--- config.mk ---
export PLATFORM = sky130hd
export DESIGN_NAME = wb_top
export DESIGN_NICKNAME = d
export VERILOG_FILES = /design/src/wb_pkg.sv /design/src/wb_lane.sv /design/src/div_unit.sv /design/src/wb_regfile.sv /design/src/exc_commit.sv /design/src/wb_top.sv
export VERILOG_INCLUDE_DIRS = /design/src
export SDC_FILE = /design/constraint.sdc
export NUM_CORES = 2
export LEC_CHECK = 0
export BUFFER_PORTS_ARGS = -buffer_cell sky130_fd_sc_hd__clkbuf_2
export CAP_MARGIN = 25
export CORE_AREA = 2 2 438 440
export DETAILED_ROUTE_END_ITERATION = 8
export DIE_AREA = 0 0 440 442
export PLACE_DENSITY_LB_ADDON = 0.15
export RECOVER_POWER = 50
export SLEW_MARGIN = 25
export SYNTH_ARGS = -nofsm -noshare
export SYNTH_HDL_FRONTEND = slang
export SYNTH_HIERARCHICAL = 1
export SYNTH_SLANG_ARGS = --single-unit
--- constraint.sdc ---
create_clock -name clk -period 12.12 [get_ports clk]
set_input_delay 0 -clock clk [delete_from_list [all_inputs] [get_ports clk]]
set_output_delay 0 -clock clk [all_outputs]
set_load 0.01 [all_outputs]
--- src/wb_defs.svh ---
`ifndef WB_DEFS_SVH
`define WB_DEFS_SVH

// datapath and register address widths
`define WB_XLEN 32
`define WB_RA_W 5

// start strobe to done strobe
`define WB_DIV_CYCLES 33

// exception codes
`define WB_EXC_INT  7'h00
`define WB_EXC_PIL  7'h01
`define WB_EXC_PIS  7'h02
`define WB_EXC_PIF  7'h03
`define WB_EXC_PME  7'h04
`define WB_EXC_PPI  7'h07
`define WB_EXC_ADEF 7'h08
`define WB_EXC_ALE  7'h09
`define WB_EXC_TLBR 7'h3f

`endif

--- src/wb_pkg.sv ---
`include "wb_defs.svh"

package wb_pkg;

    // kind of uop sitting in each lane
    typedef enum logic [2:0] {
        UOP_NONE,
        UOP_ALU,
        UOP_LINK,
        UOP_CSR,
        UOP_DIV_Q,
        UOP_DIV_R,
        UOP_LOAD
    } uop_kind_e;

    typedef enum logic [6:0] {
        EXC_INT  = `WB_EXC_INT,
        EXC_PIL  = `WB_EXC_PIL,
        EXC_PIS  = `WB_EXC_PIS,
        EXC_PIF  = `WB_EXC_PIF,
        EXC_PME  = `WB_EXC_PME,
        EXC_PPI  = `WB_EXC_PPI,
        EXC_ADEF = `WB_EXC_ADEF,
        EXC_ALE  = `WB_EXC_ALE,
        EXC_TLBR = `WB_EXC_TLBR
    } exc_code_e;

endpackage

--- src/wb_lane.sv ---
`timescale 1ns/10ps
`include "wb_defs.svh"

module wb_lane (
    input  logic                 clk,
    input  logic                 aresetn,
    input  logic                 valid,
    input  wb_pkg::uop_kind_e    kind,
    input  logic [`WB_RA_W-1:0]  rd,
    input  logic [`WB_XLEN-1:0]  result,
    input  logic [`WB_XLEN-1:0]  csr_data,
    input  logic                 csr_ready,
    input  logic [`WB_XLEN-1:0]  quotient,
    input  logic [`WB_XLEN-1:0]  remainder,
    input  logic                 div_ready,
    input  logic [`WB_XLEN-1:0]  load_data,
    input  logic [`WB_RA_W-1:0]  load_rd,
    input  logic                 load_ready,
    output logic                 we,
    output logic [`WB_RA_W-1:0]  waddr,
    output logic [`WB_XLEN-1:0]  wdata,
    output logic                 stall
);

    logic                sel_we;
    logic [`WB_RA_W-1:0] sel_addr;
    logic [`WB_XLEN-1:0] sel_data;

    // source select, waiting uops raise stall and write nothing
    always_comb begin
        sel_we   = 1'b0;
        sel_addr = rd;
        sel_data = result;
        stall    = 1'b0;
        if (valid) begin
            case (kind)
                wb_pkg::UOP_ALU: begin
                    sel_we = 1'b1;
                end
                wb_pkg::UOP_LINK: begin
                    sel_we   = 1'b1;
                    sel_data = result + `WB_XLEN'd4;
                end
                wb_pkg::UOP_CSR: begin
                    sel_we   = csr_ready;
                    sel_data = csr_data;
                    stall    = !csr_ready;
                end
                wb_pkg::UOP_DIV_Q: begin
                    sel_we   = div_ready;
                    sel_data = quotient;
                    stall    = !div_ready;
                end
                wb_pkg::UOP_DIV_R: begin
                    sel_we   = div_ready;
                    sel_data = remainder;
                    stall    = !div_ready;
                end
                wb_pkg::UOP_LOAD: begin
                    // load returns carry their own destination
                    sel_we   = load_ready;
                    sel_addr = load_rd;
                    sel_data = load_data;
                    stall    = !load_ready;
                end
                default: begin
                    sel_we = 1'b0;
                end
            endcase
        end
    end

    always_ff @(posedge clk or negedge aresetn) begin
        if (!aresetn) begin
            we <= 1'b0;
        end else begin
            we <= sel_we;
        end
    end

    always_ff @(posedge clk) begin
        if (sel_we) begin
            waddr <= sel_addr;
            wdata <= sel_data;
        end
    end

    // an empty slot never produces a register write
    assert property (@(posedge clk) disable iff (!aresetn)
        we |-> $past(kind) != wb_pkg::UOP_NONE);

endmodule

--- src/div_unit.sv ---
`timescale 1ns/10ps
`include "wb_defs.svh"

module div_unit (
    input  logic                clk,
    input  logic                aresetn,
    input  logic                start,
    input  logic [`WB_XLEN-1:0] dividend,
    input  logic [`WB_XLEN-1:0] divisor,
    output logic [`WB_XLEN-1:0] quotient,
    output logic [`WB_XLEN-1:0] remainder,
    output logic                done
);

    logic [`WB_XLEN-1:0]   rem_q;
    logic [`WB_XLEN-1:0]   quo_q;
    logic [`WB_XLEN-1:0]   dvs_q;
    logic [5:0]            cnt;
    logic                  busy;
    logic                  last;
    logic [2*`WB_XLEN-1:0] first_step;
    logic [2*`WB_XLEN-1:0] next_step;

    // one restoring step: shift in the next dividend bit, try the subtract
    function automatic logic [2*`WB_XLEN-1:0] div_step(
        input logic [`WB_XLEN-1:0] rem,
        input logic [`WB_XLEN-1:0] quo,
        input logic [`WB_XLEN-1:0] dvs
    );
        logic [`WB_XLEN:0] shifted;
        logic [`WB_XLEN:0] diff;
        shifted = {rem, quo[`WB_XLEN-1]};
        diff    = shifted - {1'b0, dvs};
        if (diff[`WB_XLEN]) begin
            return {shifted[`WB_XLEN-1:0], quo[`WB_XLEN-2:0], 1'b0};
        end
        return {diff[`WB_XLEN-1:0], quo[`WB_XLEN-2:0], 1'b1};
    endfunction

    // dividend bits shift out of quo_q while quotient bits shift in
    assign first_step = div_step('0, dividend, divisor);
    assign next_step  = div_step(rem_q, quo_q, dvs_q);

    // step count reaches 32 in the cycle that moves results to the outputs
    assign last = busy && (cnt == 6'(`WB_DIV_CYCLES - 1));

    always_ff @(posedge clk or negedge aresetn) begin
        if (!aresetn) begin
            busy <= 1'b0;
            cnt  <= '0;
            done <= 1'b0;
        end else begin
            done <= 1'b0;
            if (start) begin
                busy <= 1'b1;
                cnt  <= 6'd1;
            end else if (busy) begin
                cnt <= cnt + 6'd1;
                if (last) begin
                    busy <= 1'b0;
                    done <= 1'b1;
                end
            end
        end
    end

    // zero divisor falls out as all-ones quotient, remainder = dividend
    always_ff @(posedge clk) begin
        if (start) begin
            {rem_q, quo_q} <= first_step;
            dvs_q          <= divisor;
        end else if (busy && !last) begin
            {rem_q, quo_q} <= next_step;
        end
        if (last) begin
            quotient  <= quo_q;
            remainder <= rem_q;
        end
    end

    assert property (@(posedge clk) disable iff (!aresetn)
        start |-> !busy);

    assert property (@(posedge clk) disable iff (!aresetn)
        done |=> !done);

endmodule

--- src/wb_regfile.sv ---
`timescale 1ns/10ps
`include "wb_defs.svh"

module wb_regfile (
    input  logic                clk,
    input  logic                aresetn,
    input  logic                we0,
    input  logic [`WB_RA_W-1:0] waddr0,
    input  logic [`WB_XLEN-1:0] wdata0,
    input  logic                we1,
    input  logic [`WB_RA_W-1:0] waddr1,
    input  logic [`WB_XLEN-1:0] wdata1,
    input  logic [`WB_RA_W-1:0] raddr0,
    input  logic [`WB_RA_W-1:0] raddr1,
    output logic [`WB_XLEN-1:0] rdata0,
    output logic [`WB_XLEN-1:0] rdata1
);

    logic [`WB_XLEN-1:0] regs [2**`WB_RA_W];

    always_ff @(posedge clk or negedge aresetn) begin
        if (!aresetn) begin
            for (int i = 0; i < 2**`WB_RA_W; i++) begin
                regs[i] <= '0;
            end
        end else begin
            if (we0 && waddr0 != '0) begin
                regs[waddr0] <= wdata0;
            end
            // lane 1 is younger, so it lands last
            if (we1 && waddr1 != '0) begin
                regs[waddr1] <= wdata1;
            end
        end
    end

    assign rdata0 = (raddr0 == '0) ? '0 : regs[raddr0];
    assign rdata1 = (raddr1 == '0) ? '0 : regs[raddr1];

endmodule

--- src/exc_commit.sv ---
`timescale 1ns/10ps
`include "wb_defs.svh"

module exc_commit (
    input  logic                clk,
    input  logic                aresetn,
    input  logic                exc_valid,
    input  wb_pkg::exc_code_e   ecode,
    input  logic [`WB_XLEN-1:0] badv,
    input  logic [`WB_XLEN-1:0] era,
    input  logic                interrupt,
    input  logic [`WB_XLEN-1:0] eentry,
    input  logic [`WB_XLEN-1:0] tlbrentry,
    output logic                flush,
    output logic [6:0]          ecode_out,
    output logic [`WB_XLEN-1:0] badv_out,
    output logic                wen_badv,
    output logic [18:0]         vppn_out,
    output logic                wen_vppn,
    output logic [`WB_XLEN-1:0] era_out,
    output logic                wen_era,
    output logic [`WB_XLEN-1:0] redirect_pc
);

    logic set_badv;
    logic set_vppn;
    logic tlb_refill;

    // page faults and refill record the page number, address errors do not
    assign set_vppn = ecode inside {wb_pkg::EXC_PIL, wb_pkg::EXC_PIS, wb_pkg::EXC_PIF,
                                    wb_pkg::EXC_PME, wb_pkg::EXC_PPI, wb_pkg::EXC_TLBR};
    assign set_badv = set_vppn || ecode inside {wb_pkg::EXC_ADEF, wb_pkg::EXC_ALE};

    always_ff @(posedge clk or negedge aresetn) begin
        if (!aresetn) begin
            flush      <= 1'b0;
            wen_era    <= 1'b0;
            wen_badv   <= 1'b0;
            wen_vppn   <= 1'b0;
            tlb_refill <= 1'b0;
        end else begin
            flush      <= exc_valid || interrupt;
            wen_era    <= exc_valid || interrupt;
            wen_badv   <= exc_valid && set_badv;
            wen_vppn   <= exc_valid && set_vppn;
            tlb_refill <= exc_valid && ecode == wb_pkg::EXC_TLBR;
        end
    end

    always_ff @(posedge clk) begin
        ecode_out <= exc_valid ? ecode : wb_pkg::EXC_INT;
        badv_out  <= badv;
        vppn_out  <= badv[`WB_XLEN-1:13];
        era_out   <= era;
    end

    assign redirect_pc = tlb_refill ? tlbrentry : eentry;

    assert property (@(posedge clk) disable iff (!aresetn)
        wen_vppn |-> wen_badv && $past(exc_valid));

endmodule

--- src/wb_top.sv ---
`timescale 1ns/10ps
`include "wb_defs.svh"

module wb_top (
    input  logic                clk,
    input  logic                aresetn,
    input  logic                lane0_valid,
    input  wb_pkg::uop_kind_e   lane0_kind,
    input  logic [`WB_RA_W-1:0] lane0_rd,
    input  logic [`WB_XLEN-1:0] lane0_result,
    input  logic                lane1_valid,
    input  wb_pkg::uop_kind_e   lane1_kind,
    input  logic [`WB_RA_W-1:0] lane1_rd,
    input  logic [`WB_XLEN-1:0] lane1_result,
    input  logic [`WB_XLEN-1:0] csr_data,
    input  logic                csr_ready,
    input  logic [`WB_XLEN-1:0] load_data,
    input  logic [`WB_RA_W-1:0] load_rd,
    input  logic                load_ready,
    input  logic                div_start,
    input  logic [`WB_XLEN-1:0] div_dividend,
    input  logic [`WB_XLEN-1:0] div_divisor,
    input  logic                exc_valid,
    input  wb_pkg::exc_code_e   ecode,
    input  logic [`WB_XLEN-1:0] badv,
    input  logic [`WB_XLEN-1:0] era,
    input  logic                interrupt,
    input  logic [`WB_XLEN-1:0] eentry,
    input  logic [`WB_XLEN-1:0] tlbrentry,
    input  logic [`WB_RA_W-1:0] rf_raddr0,
    input  logic [`WB_RA_W-1:0] rf_raddr1,
    output logic [`WB_XLEN-1:0] rf_rdata0,
    output logic [`WB_XLEN-1:0] rf_rdata1,
    output logic                wb_allowin,
    output logic                div_busy_done,
    output logic                flush,
    output logic [6:0]          ecode_out,
    output logic [`WB_XLEN-1:0] badv_out,
    output logic                wen_badv,
    output logic [18:0]         vppn_out,
    output logic                wen_vppn,
    output logic [`WB_XLEN-1:0] era_out,
    output logic                wen_era,
    output logic [`WB_XLEN-1:0] redirect_pc
);

    logic [`WB_XLEN-1:0] quotient;
    logic [`WB_XLEN-1:0] remainder;
    logic                we0;
    logic                we1;
    logic [`WB_RA_W-1:0] waddr0;
    logic [`WB_RA_W-1:0] waddr1;
    logic [`WB_XLEN-1:0] wdata0;
    logic [`WB_XLEN-1:0] wdata1;
    logic                stall0;
    logic                stall1;

    // hold the upstream pair while either lane waits on a source
    assign wb_allowin = !(stall0 || stall1);

    wb_lane u_lane0 (
        .clk(clk), .aresetn(aresetn),
        .valid(lane0_valid), .kind(lane0_kind), .rd(lane0_rd), .result(lane0_result),
        .csr_data(csr_data), .csr_ready(csr_ready),
        .quotient(quotient), .remainder(remainder), .div_ready(div_busy_done),
        .load_data(load_data), .load_rd(load_rd), .load_ready(load_ready),
        .we(we0), .waddr(waddr0), .wdata(wdata0), .stall(stall0)
    );

    wb_lane u_lane1 (
        .clk(clk), .aresetn(aresetn),
        .valid(lane1_valid), .kind(lane1_kind), .rd(lane1_rd), .result(lane1_result),
        .csr_data(csr_data), .csr_ready(csr_ready),
        .quotient(quotient), .remainder(remainder), .div_ready(div_busy_done),
        .load_data(load_data), .load_rd(load_rd), .load_ready(load_ready),
        .we(we1), .waddr(waddr1), .wdata(wdata1), .stall(stall1)
    );

    div_unit u_div (
        .clk(clk), .aresetn(aresetn),
        .start(div_start), .dividend(div_dividend), .divisor(div_divisor),
        .quotient(quotient), .remainder(remainder), .done(div_busy_done)
    );

    wb_regfile u_regfile (
        .clk(clk), .aresetn(aresetn),
        .we0(we0), .waddr0(waddr0), .wdata0(wdata0),
        .we1(we1), .waddr1(waddr1), .wdata1(wdata1),
        .raddr0(rf_raddr0), .raddr1(rf_raddr1),
        .rdata0(rf_rdata0), .rdata1(rf_rdata1)
    );

    exc_commit u_exc (
        .clk(clk), .aresetn(aresetn),
        .exc_valid(exc_valid), .ecode(ecode), .badv(badv), .era(era),
        .interrupt(interrupt), .eentry(eentry), .tlbrentry(tlbrentry),
        .flush(flush), .ecode_out(ecode_out),
        .badv_out(badv_out), .wen_badv(wen_badv),
        .vppn_out(vppn_out), .wen_vppn(wen_vppn),
        .era_out(era_out), .wen_era(wen_era),
        .redirect_pc(redirect_pc)
    );

endmodule

# After elaboration in Yosys (flattened, before gate mapping)
# Index checks and enable logic that the tools add are counted.
# totals
ff_bits,1362
latchBits,0
ram_bits,0
mem_bits_ro,0
out_inout_bits,192
wordCells,170
n_memories,0
# op_classes
add_sub_neg,5
n_mul,0
div_mod_pow,0
order_cmp,6
eq_ne,21
n_shift,0
muxes,51
bitwise_logic,4
n_reduce_logical,29
# ops
op,n
$bwmux W1024,2
$mux W1024,2
$mux W32,15
$bmux W32 S5,2
$demux W32 S5,2
$pmux W32 S5,2
$mux W64,4
$add A32 B3 Y32 const B,2
$sub A1 B32 Y33,1
$sub A33 B32 Y33,1
$ge A6 B6 Y1 const B,4
$not A5 Y6,4
$mux W5,4
$eq A3 B3 Y1 const B,6
$eq A7 B2 Y1 const B,2
$eq A7 B3 Y1 const B,2
$eq A7 B4 Y1 const B,2
$eq A3 B2 Y1 const B,4
$lt A6 B1 Y1 const B,2
$mux W1,12
$mux W6,2
$logic_not A5 Y1,2
$reduce_bool A5 Y1,2
$logic_and A1 B1 Y1,9
other kinds (12),26

# Longest topological paths before layout
# depth
ltp_word,9
mapped_depth,12
ltp_nobuf,11

# Cells and area by module
# Netlist, hierarchy kept.
# by_module_without_submodules
module,n_inst,cells_per_inst,area_per_inst_um2
wb_regfile,1,6136,63890.0
div_unit,1,641,8256.7
wb_lane,2,423,3492.1
exc_commit,1,150,2188.3
wb_top,1,1,3.8

# Worst setup path after synthesis
# OpenSTA, ideal clock, no wires.
# synth_timing
path_type,register to register
startpoint,register u_div.cnt[4]
endpoint,"register u_div.quotient[0], enable pin"
setup_ns,0.486
arrival_ns,3.468
required_time_ns,11.634
slack_ns,8.166
path_stages_with_launch,4
synth_period_minus_slack_ns,3.954
path_cell_list,dfrtp_1 > nor4b_1 > nand2_1 > nor2_1
# synth_between
elab_chain_cells,2
# synth_rtl
item,line_no,rtl
from (decl),div_unit.sv:18,logic [5:0] cnt;
from (signal assigned),div_unit.sv:58,cnt <= cnt + 6'd1;
$eq A6 B6 Y1,div_unit.sv:45,assign last = busy && (cnt == 6'(`WB_DIV_CYCLES - 1));
$logic_and A1 B1 Y1,div_unit.sv:45,
via u_div.last,div_unit.sv:20,logic last;
to (signal assigned),div_unit.sv:76,quotient <= quo_q;
to (decl),div_unit.sv:10,"output logic [`WB_XLEN-1:0] quotient,"
# The timed path passes the listed nets, and every way through them passes these cells.
# A chain may end at the register's enable or synchronous reset.

==> flow_summary_export.csv <==
group,metric,value,unit
pwr,power_density,150.2,nW/um^2
critical_path,startpoint_type,"input pin",
sta,finalCritPeriodShare,57.32,%
floorplanning,die_h,442,um
sta,worst_slew_pin_slew,6812,ps
final_layout,final_core_util,49.99,%
global_route,grt_max_degree,143,
cts,numCtsBuffers,158,
cts,cts.htree.levels,4,
synthesis,netlist_area,81320,sq um
cts,clock_latency,830,ps
critical_path,worstReg2RegStart,"u_div/quo_q[31]$_DFFE_PP_",
placement,dp_hpwl,213.9,mm
global_route,grt_pass1_vias,67310,
critical_path,critical_path_class,"in2async",
detailed_routing,vias_per_cell,6.436,
floorplanning,initial_utilization,42.90,%
synthesis,ys_seq_area_share,42.33,%
cts,cts.sinks,1343,
min_path,min_path_type,"in2reg",
synthesis,ys_ff_latch,1343,
sta,finalCriticalPeriod,6947,ps
synthesis,synth_area_leaders,"dfrtp_1, mux2i_1, mux4_2",
critical_path,r2r_cells,12,
global_route,antenna_found_initial,20,
sta,max_freq,0.1439,GHz
detailed_routing,ant_nets,0,
synthesis,yosys_warnings,6,
cts,clkTransAtPathRegs,60,ps
detailed_routing,wl_per_cell,32.98,um
synthesis,synthArstFlopShare,77.29,%
synthesis,synth_top_area_share,31.94,%
final_layout,layout-drive-gt1-share,16.86,%
sta,slew_viol_final,1185,
placement,io_buffers,558,
detailed_routing,vias,70250,
synthesis,synth_fp_nets,8180,
detailed_routing,drc,0,
synthesis,syn_area_per_cell,10.46,sq um
cts,cts_tree,"built",
placement,gp_congestion,0.9441,
cts,post_cts_buffers,0,
detailed_routing,drt-total-wl,360.0,mm
final_layout,fillerInstances,16950,
synthesis,synth_edf_count,234,
synthesis,synth.distinct_cells,103,
sta,rsz0062_at_grt,"no",
sta,finalHoldViolCount,0,
floorplanning,ios,559,
critical_path,required,11360,ps
run,max_cap_violations,22,
outcome,violations,"max-capacitance violations, max-slew violations",
synthesis,ys.flop_type,"dfrtp_1",
detailed_routing,firstDrtPassIters,8,
synthesis,netlist_instances,7774,
floorplanning,coreArea,189600,sq um
global_route,grt-ovfl-total,0,
detailed_routing,dr.first_iter.drc_count,9105,
floorplanning,die_area,194500,sq um
min_path,min_from,"csr_data[22]",
min_path,hold_end,"u_lane1/wdata[22]$_DFFE_PP_",
sta,slew_headroom,-354.1,%
critical_path,arrival,6190,ps
global_route,grt_usage,36.14,%
cts,clock_path_buffers,3,
floorplanning,num_rows,160,
cts,cts_root_buf,"clkbuf_16",
critical_path,crit_fanout,114,
sta,clock_skew,31.83,ps
sta,tns,0,ps
final_layout,syn_to_final_growth,16.55,%
critical_path,r2r_slack,7850,ps
synthesis,yosysTopAreaCell,"dfrtp_1",
pwr,p_leak,41.60,nW
critical_path,endpoint_kind,"async pin",
min_path,whs_path_depth,4,
floorplanning,die_w,440,um
sta,setup_violations,0,
global_route,grt_pass1_wl,507.3,mm
pwr,irDropWorstVdd,0.1674,mV
outcome,status,"finished, violations left",
critical_path,r2r-end,"u_div/rem_q[1]$_DFFE_PP_",
final_layout,nets,8671,
## synthesized netlist by cell type, drive strengths merged (71+ instances only)
| library cell | count |
|---|---|
| a22oi | 76 |
| edfxtp | 234 |
| o21ai | 561 |
| dfxtp | 71 |
| a21oi | 708 |
| nor2 | 745 |
| buf | 298 |
| nand2 | 625 |
| a211oi | 75 |
| clkbuf | 575 |
| mux2 | 138 |
| mux2i | 1374 |
| dfrtp | 1038 |
| o221ai | 78 |
| mux4 | 352 |
## flip-flops by register name, indices dropped and copies added, names as in the netlist, 5 cells and up
name,flops
u_div/dvs_q,32
u_div/cnt,6
u_div/rem_q,32
u_exc/vppn_out,17
u_div/quo_q,32
u_exc/badv_out,15
u_lane1/wdata,32
u_lane0/waddr,5
u_exc/ecode_out,7
u_div/quotient,32
u_exc/era_out,32
u_lane1/waddr,5
u_regfile/regs,1024
u_div/remainder,32
u_lane0/wdata,32
## per-layer routing
metal / up-vias / wire length, um / track usage, %
met1: 34840 / 136500 / 46.83
met2: 4661 / 159700 / 54.78
li1: 29590 / - / -
met5: - / 131 / 0
met4: 12 / 26750 / 22.64
met3: 1151 / 36900 / 8.035
## per-stage QoR
| stage | power, W | setup WS (ps) | area [sq um] | hold slack, ps | instances |
|---|---|---|---|---|---|
| floorplan | 0.008164 | 8166 | 81320 | -295.6 | 7774 |
| global placement | 0.009159 | 7946 | 85150 | 102.2 | 10170 |
| detailed placement | 0.009251 | 7942 | 85510 | 103.9 | 10180 |
| CTS | 0.01420 | 7934 | 94900 | 1.838 | 10890 |
| global route | 0.01478 | 4013 | 94770 | 9.860 | 10910 |
| finish | 0.01423 | 5173 | 94780 | 36.44 | 10920 |
## where the power goes
part / internal [W] / switching [W] / leakage [nW]
clock network: 0.00281 / 0.00203 / 2.50
registers: 0.00540 / 0.000659 / 16.3
logic: 0.00160 / 0.00174 / 22.7
total: 0.00981 / 0.00443 / 41.6
## kinds of logic (layout without fill, tap and decap cells)
| logic type | Yosys count | after routing | share of synthesized area (%) |
|---|---|---|---|
| compound gates | 1798 | 1798 | 13.20 |
| xor+xnor | 30 | 30 | 0.3231 |
| fa+ha+maj | 39 | 39 | 0.6093 |
| buf+inv | 934 | 1549 | 5.342 |
| flops | 1343 | 1343 | 42.33 |
| mux | 1864 | 1864 | 28.57 |
| other cells | 0 | 15 | 0 |
| simple gates | 1766 | 1766 | 9.627 |
## cells in the final DEF (no fill, tap or decap), types with 26 or more instances in the layout
| cell | Yosys | routed |
|---|---|---|
| dfxtp_1 | 71 | 71 |
| nand3_1 | 68 | 65 |
| clkbuf_16 | 0 | 165 |
| o221ai_1 | 78 | 78 |
| a32oi_1 | 31 | 31 |
| mux2i_1 | 1374 | 1374 |
| clkbuf_8 | 4 | 28 |
| edfxtp_1 | 234 | 234 |
| a21oi_1 | 708 | 708 |
| nand2_1 | 623 | 603 |
| dfrtp_1 | 1038 | 1038 |
| nand4_1 | 64 | 64 |
| buf_4 | 105 | 170 |
| nor2_1 | 732 | 721 |
| a22oi_1 | 76 | 76 |
| inv_1 | 61 | 59 |
| clkbuf_2 | 2 | 389 |
| dlygate4sd3_1 | 0 | 425 |
| nor2b_1 | 50 | 45 |
| clkbuf_1 | 568 | 232 |
| nor3_1 | 31 | 32 |
| o21ai_0 | 484 | 484 |
| a211oi_1 | 72 | 71 |
| a311oi_1 | 32 | 28 |
| o21ai_1 | 77 | 77 |
| mux2_2 | 136 | 124 |
| mux4_2 | 352 | 352 |
| ha_1 | 38 | 38 |
| nand2b_1 | 27 | 26 |
| a221oi_1 | 69 | 69 |
## critical path, stage by stage
cell           delay (ps)
dlygate4sd3_1         520
dlygate4sd3_1         580
buf_8                 180
clkbuf_1             4620
## layout make-up
type,instances,area (sq um),area share (%)
antenna,15,37.54,0.03960
timing repair buffer,1204,8786,9.270
clock inverter,39,409.1,0.4317
multi-input combinational,5497,43040,45.41
tap,2511,3142,3.315
clock buffer,245,4710,4.969
inverter,61,232.7,0.2455
sequential,1343,34420,36.32
## how the worst max path moves through the flow
stage,slack [ps],end,startpoint
2_1_floorplan,8170,u_div/quotient[0]$_DFFE_PP_,u_div/cnt[4]$_DFFE_PN0P_
3_3_place_gp,7950,u_div/rem_q[1]$_DFFE_PP_,u_div/quo_q[31]$_DFFE_PP_
3_5_place_dp,7940,u_div/rem_q[1]$_DFFE_PP_,u_div/quo_q[31]$_DFFE_PP_
4_1_cts,7930,u_div/rem_q[1]$_DFFE_PP_,u_div/quo_q[31]$_DFFE_PP_
5_1_grt,4010,u_regfile/regs[2]$_DFF_PN0_,aresetn
6_report,5170,u_regfile/regs[2]$_DFF_PN0_,aresetn
## timing repair
action	CTS	global route
endpoints found under the hold margin	417	15
hold buffers	425	1
resized for setup	0	0
No activity file was read; power rests on OpenSTA's default activity.
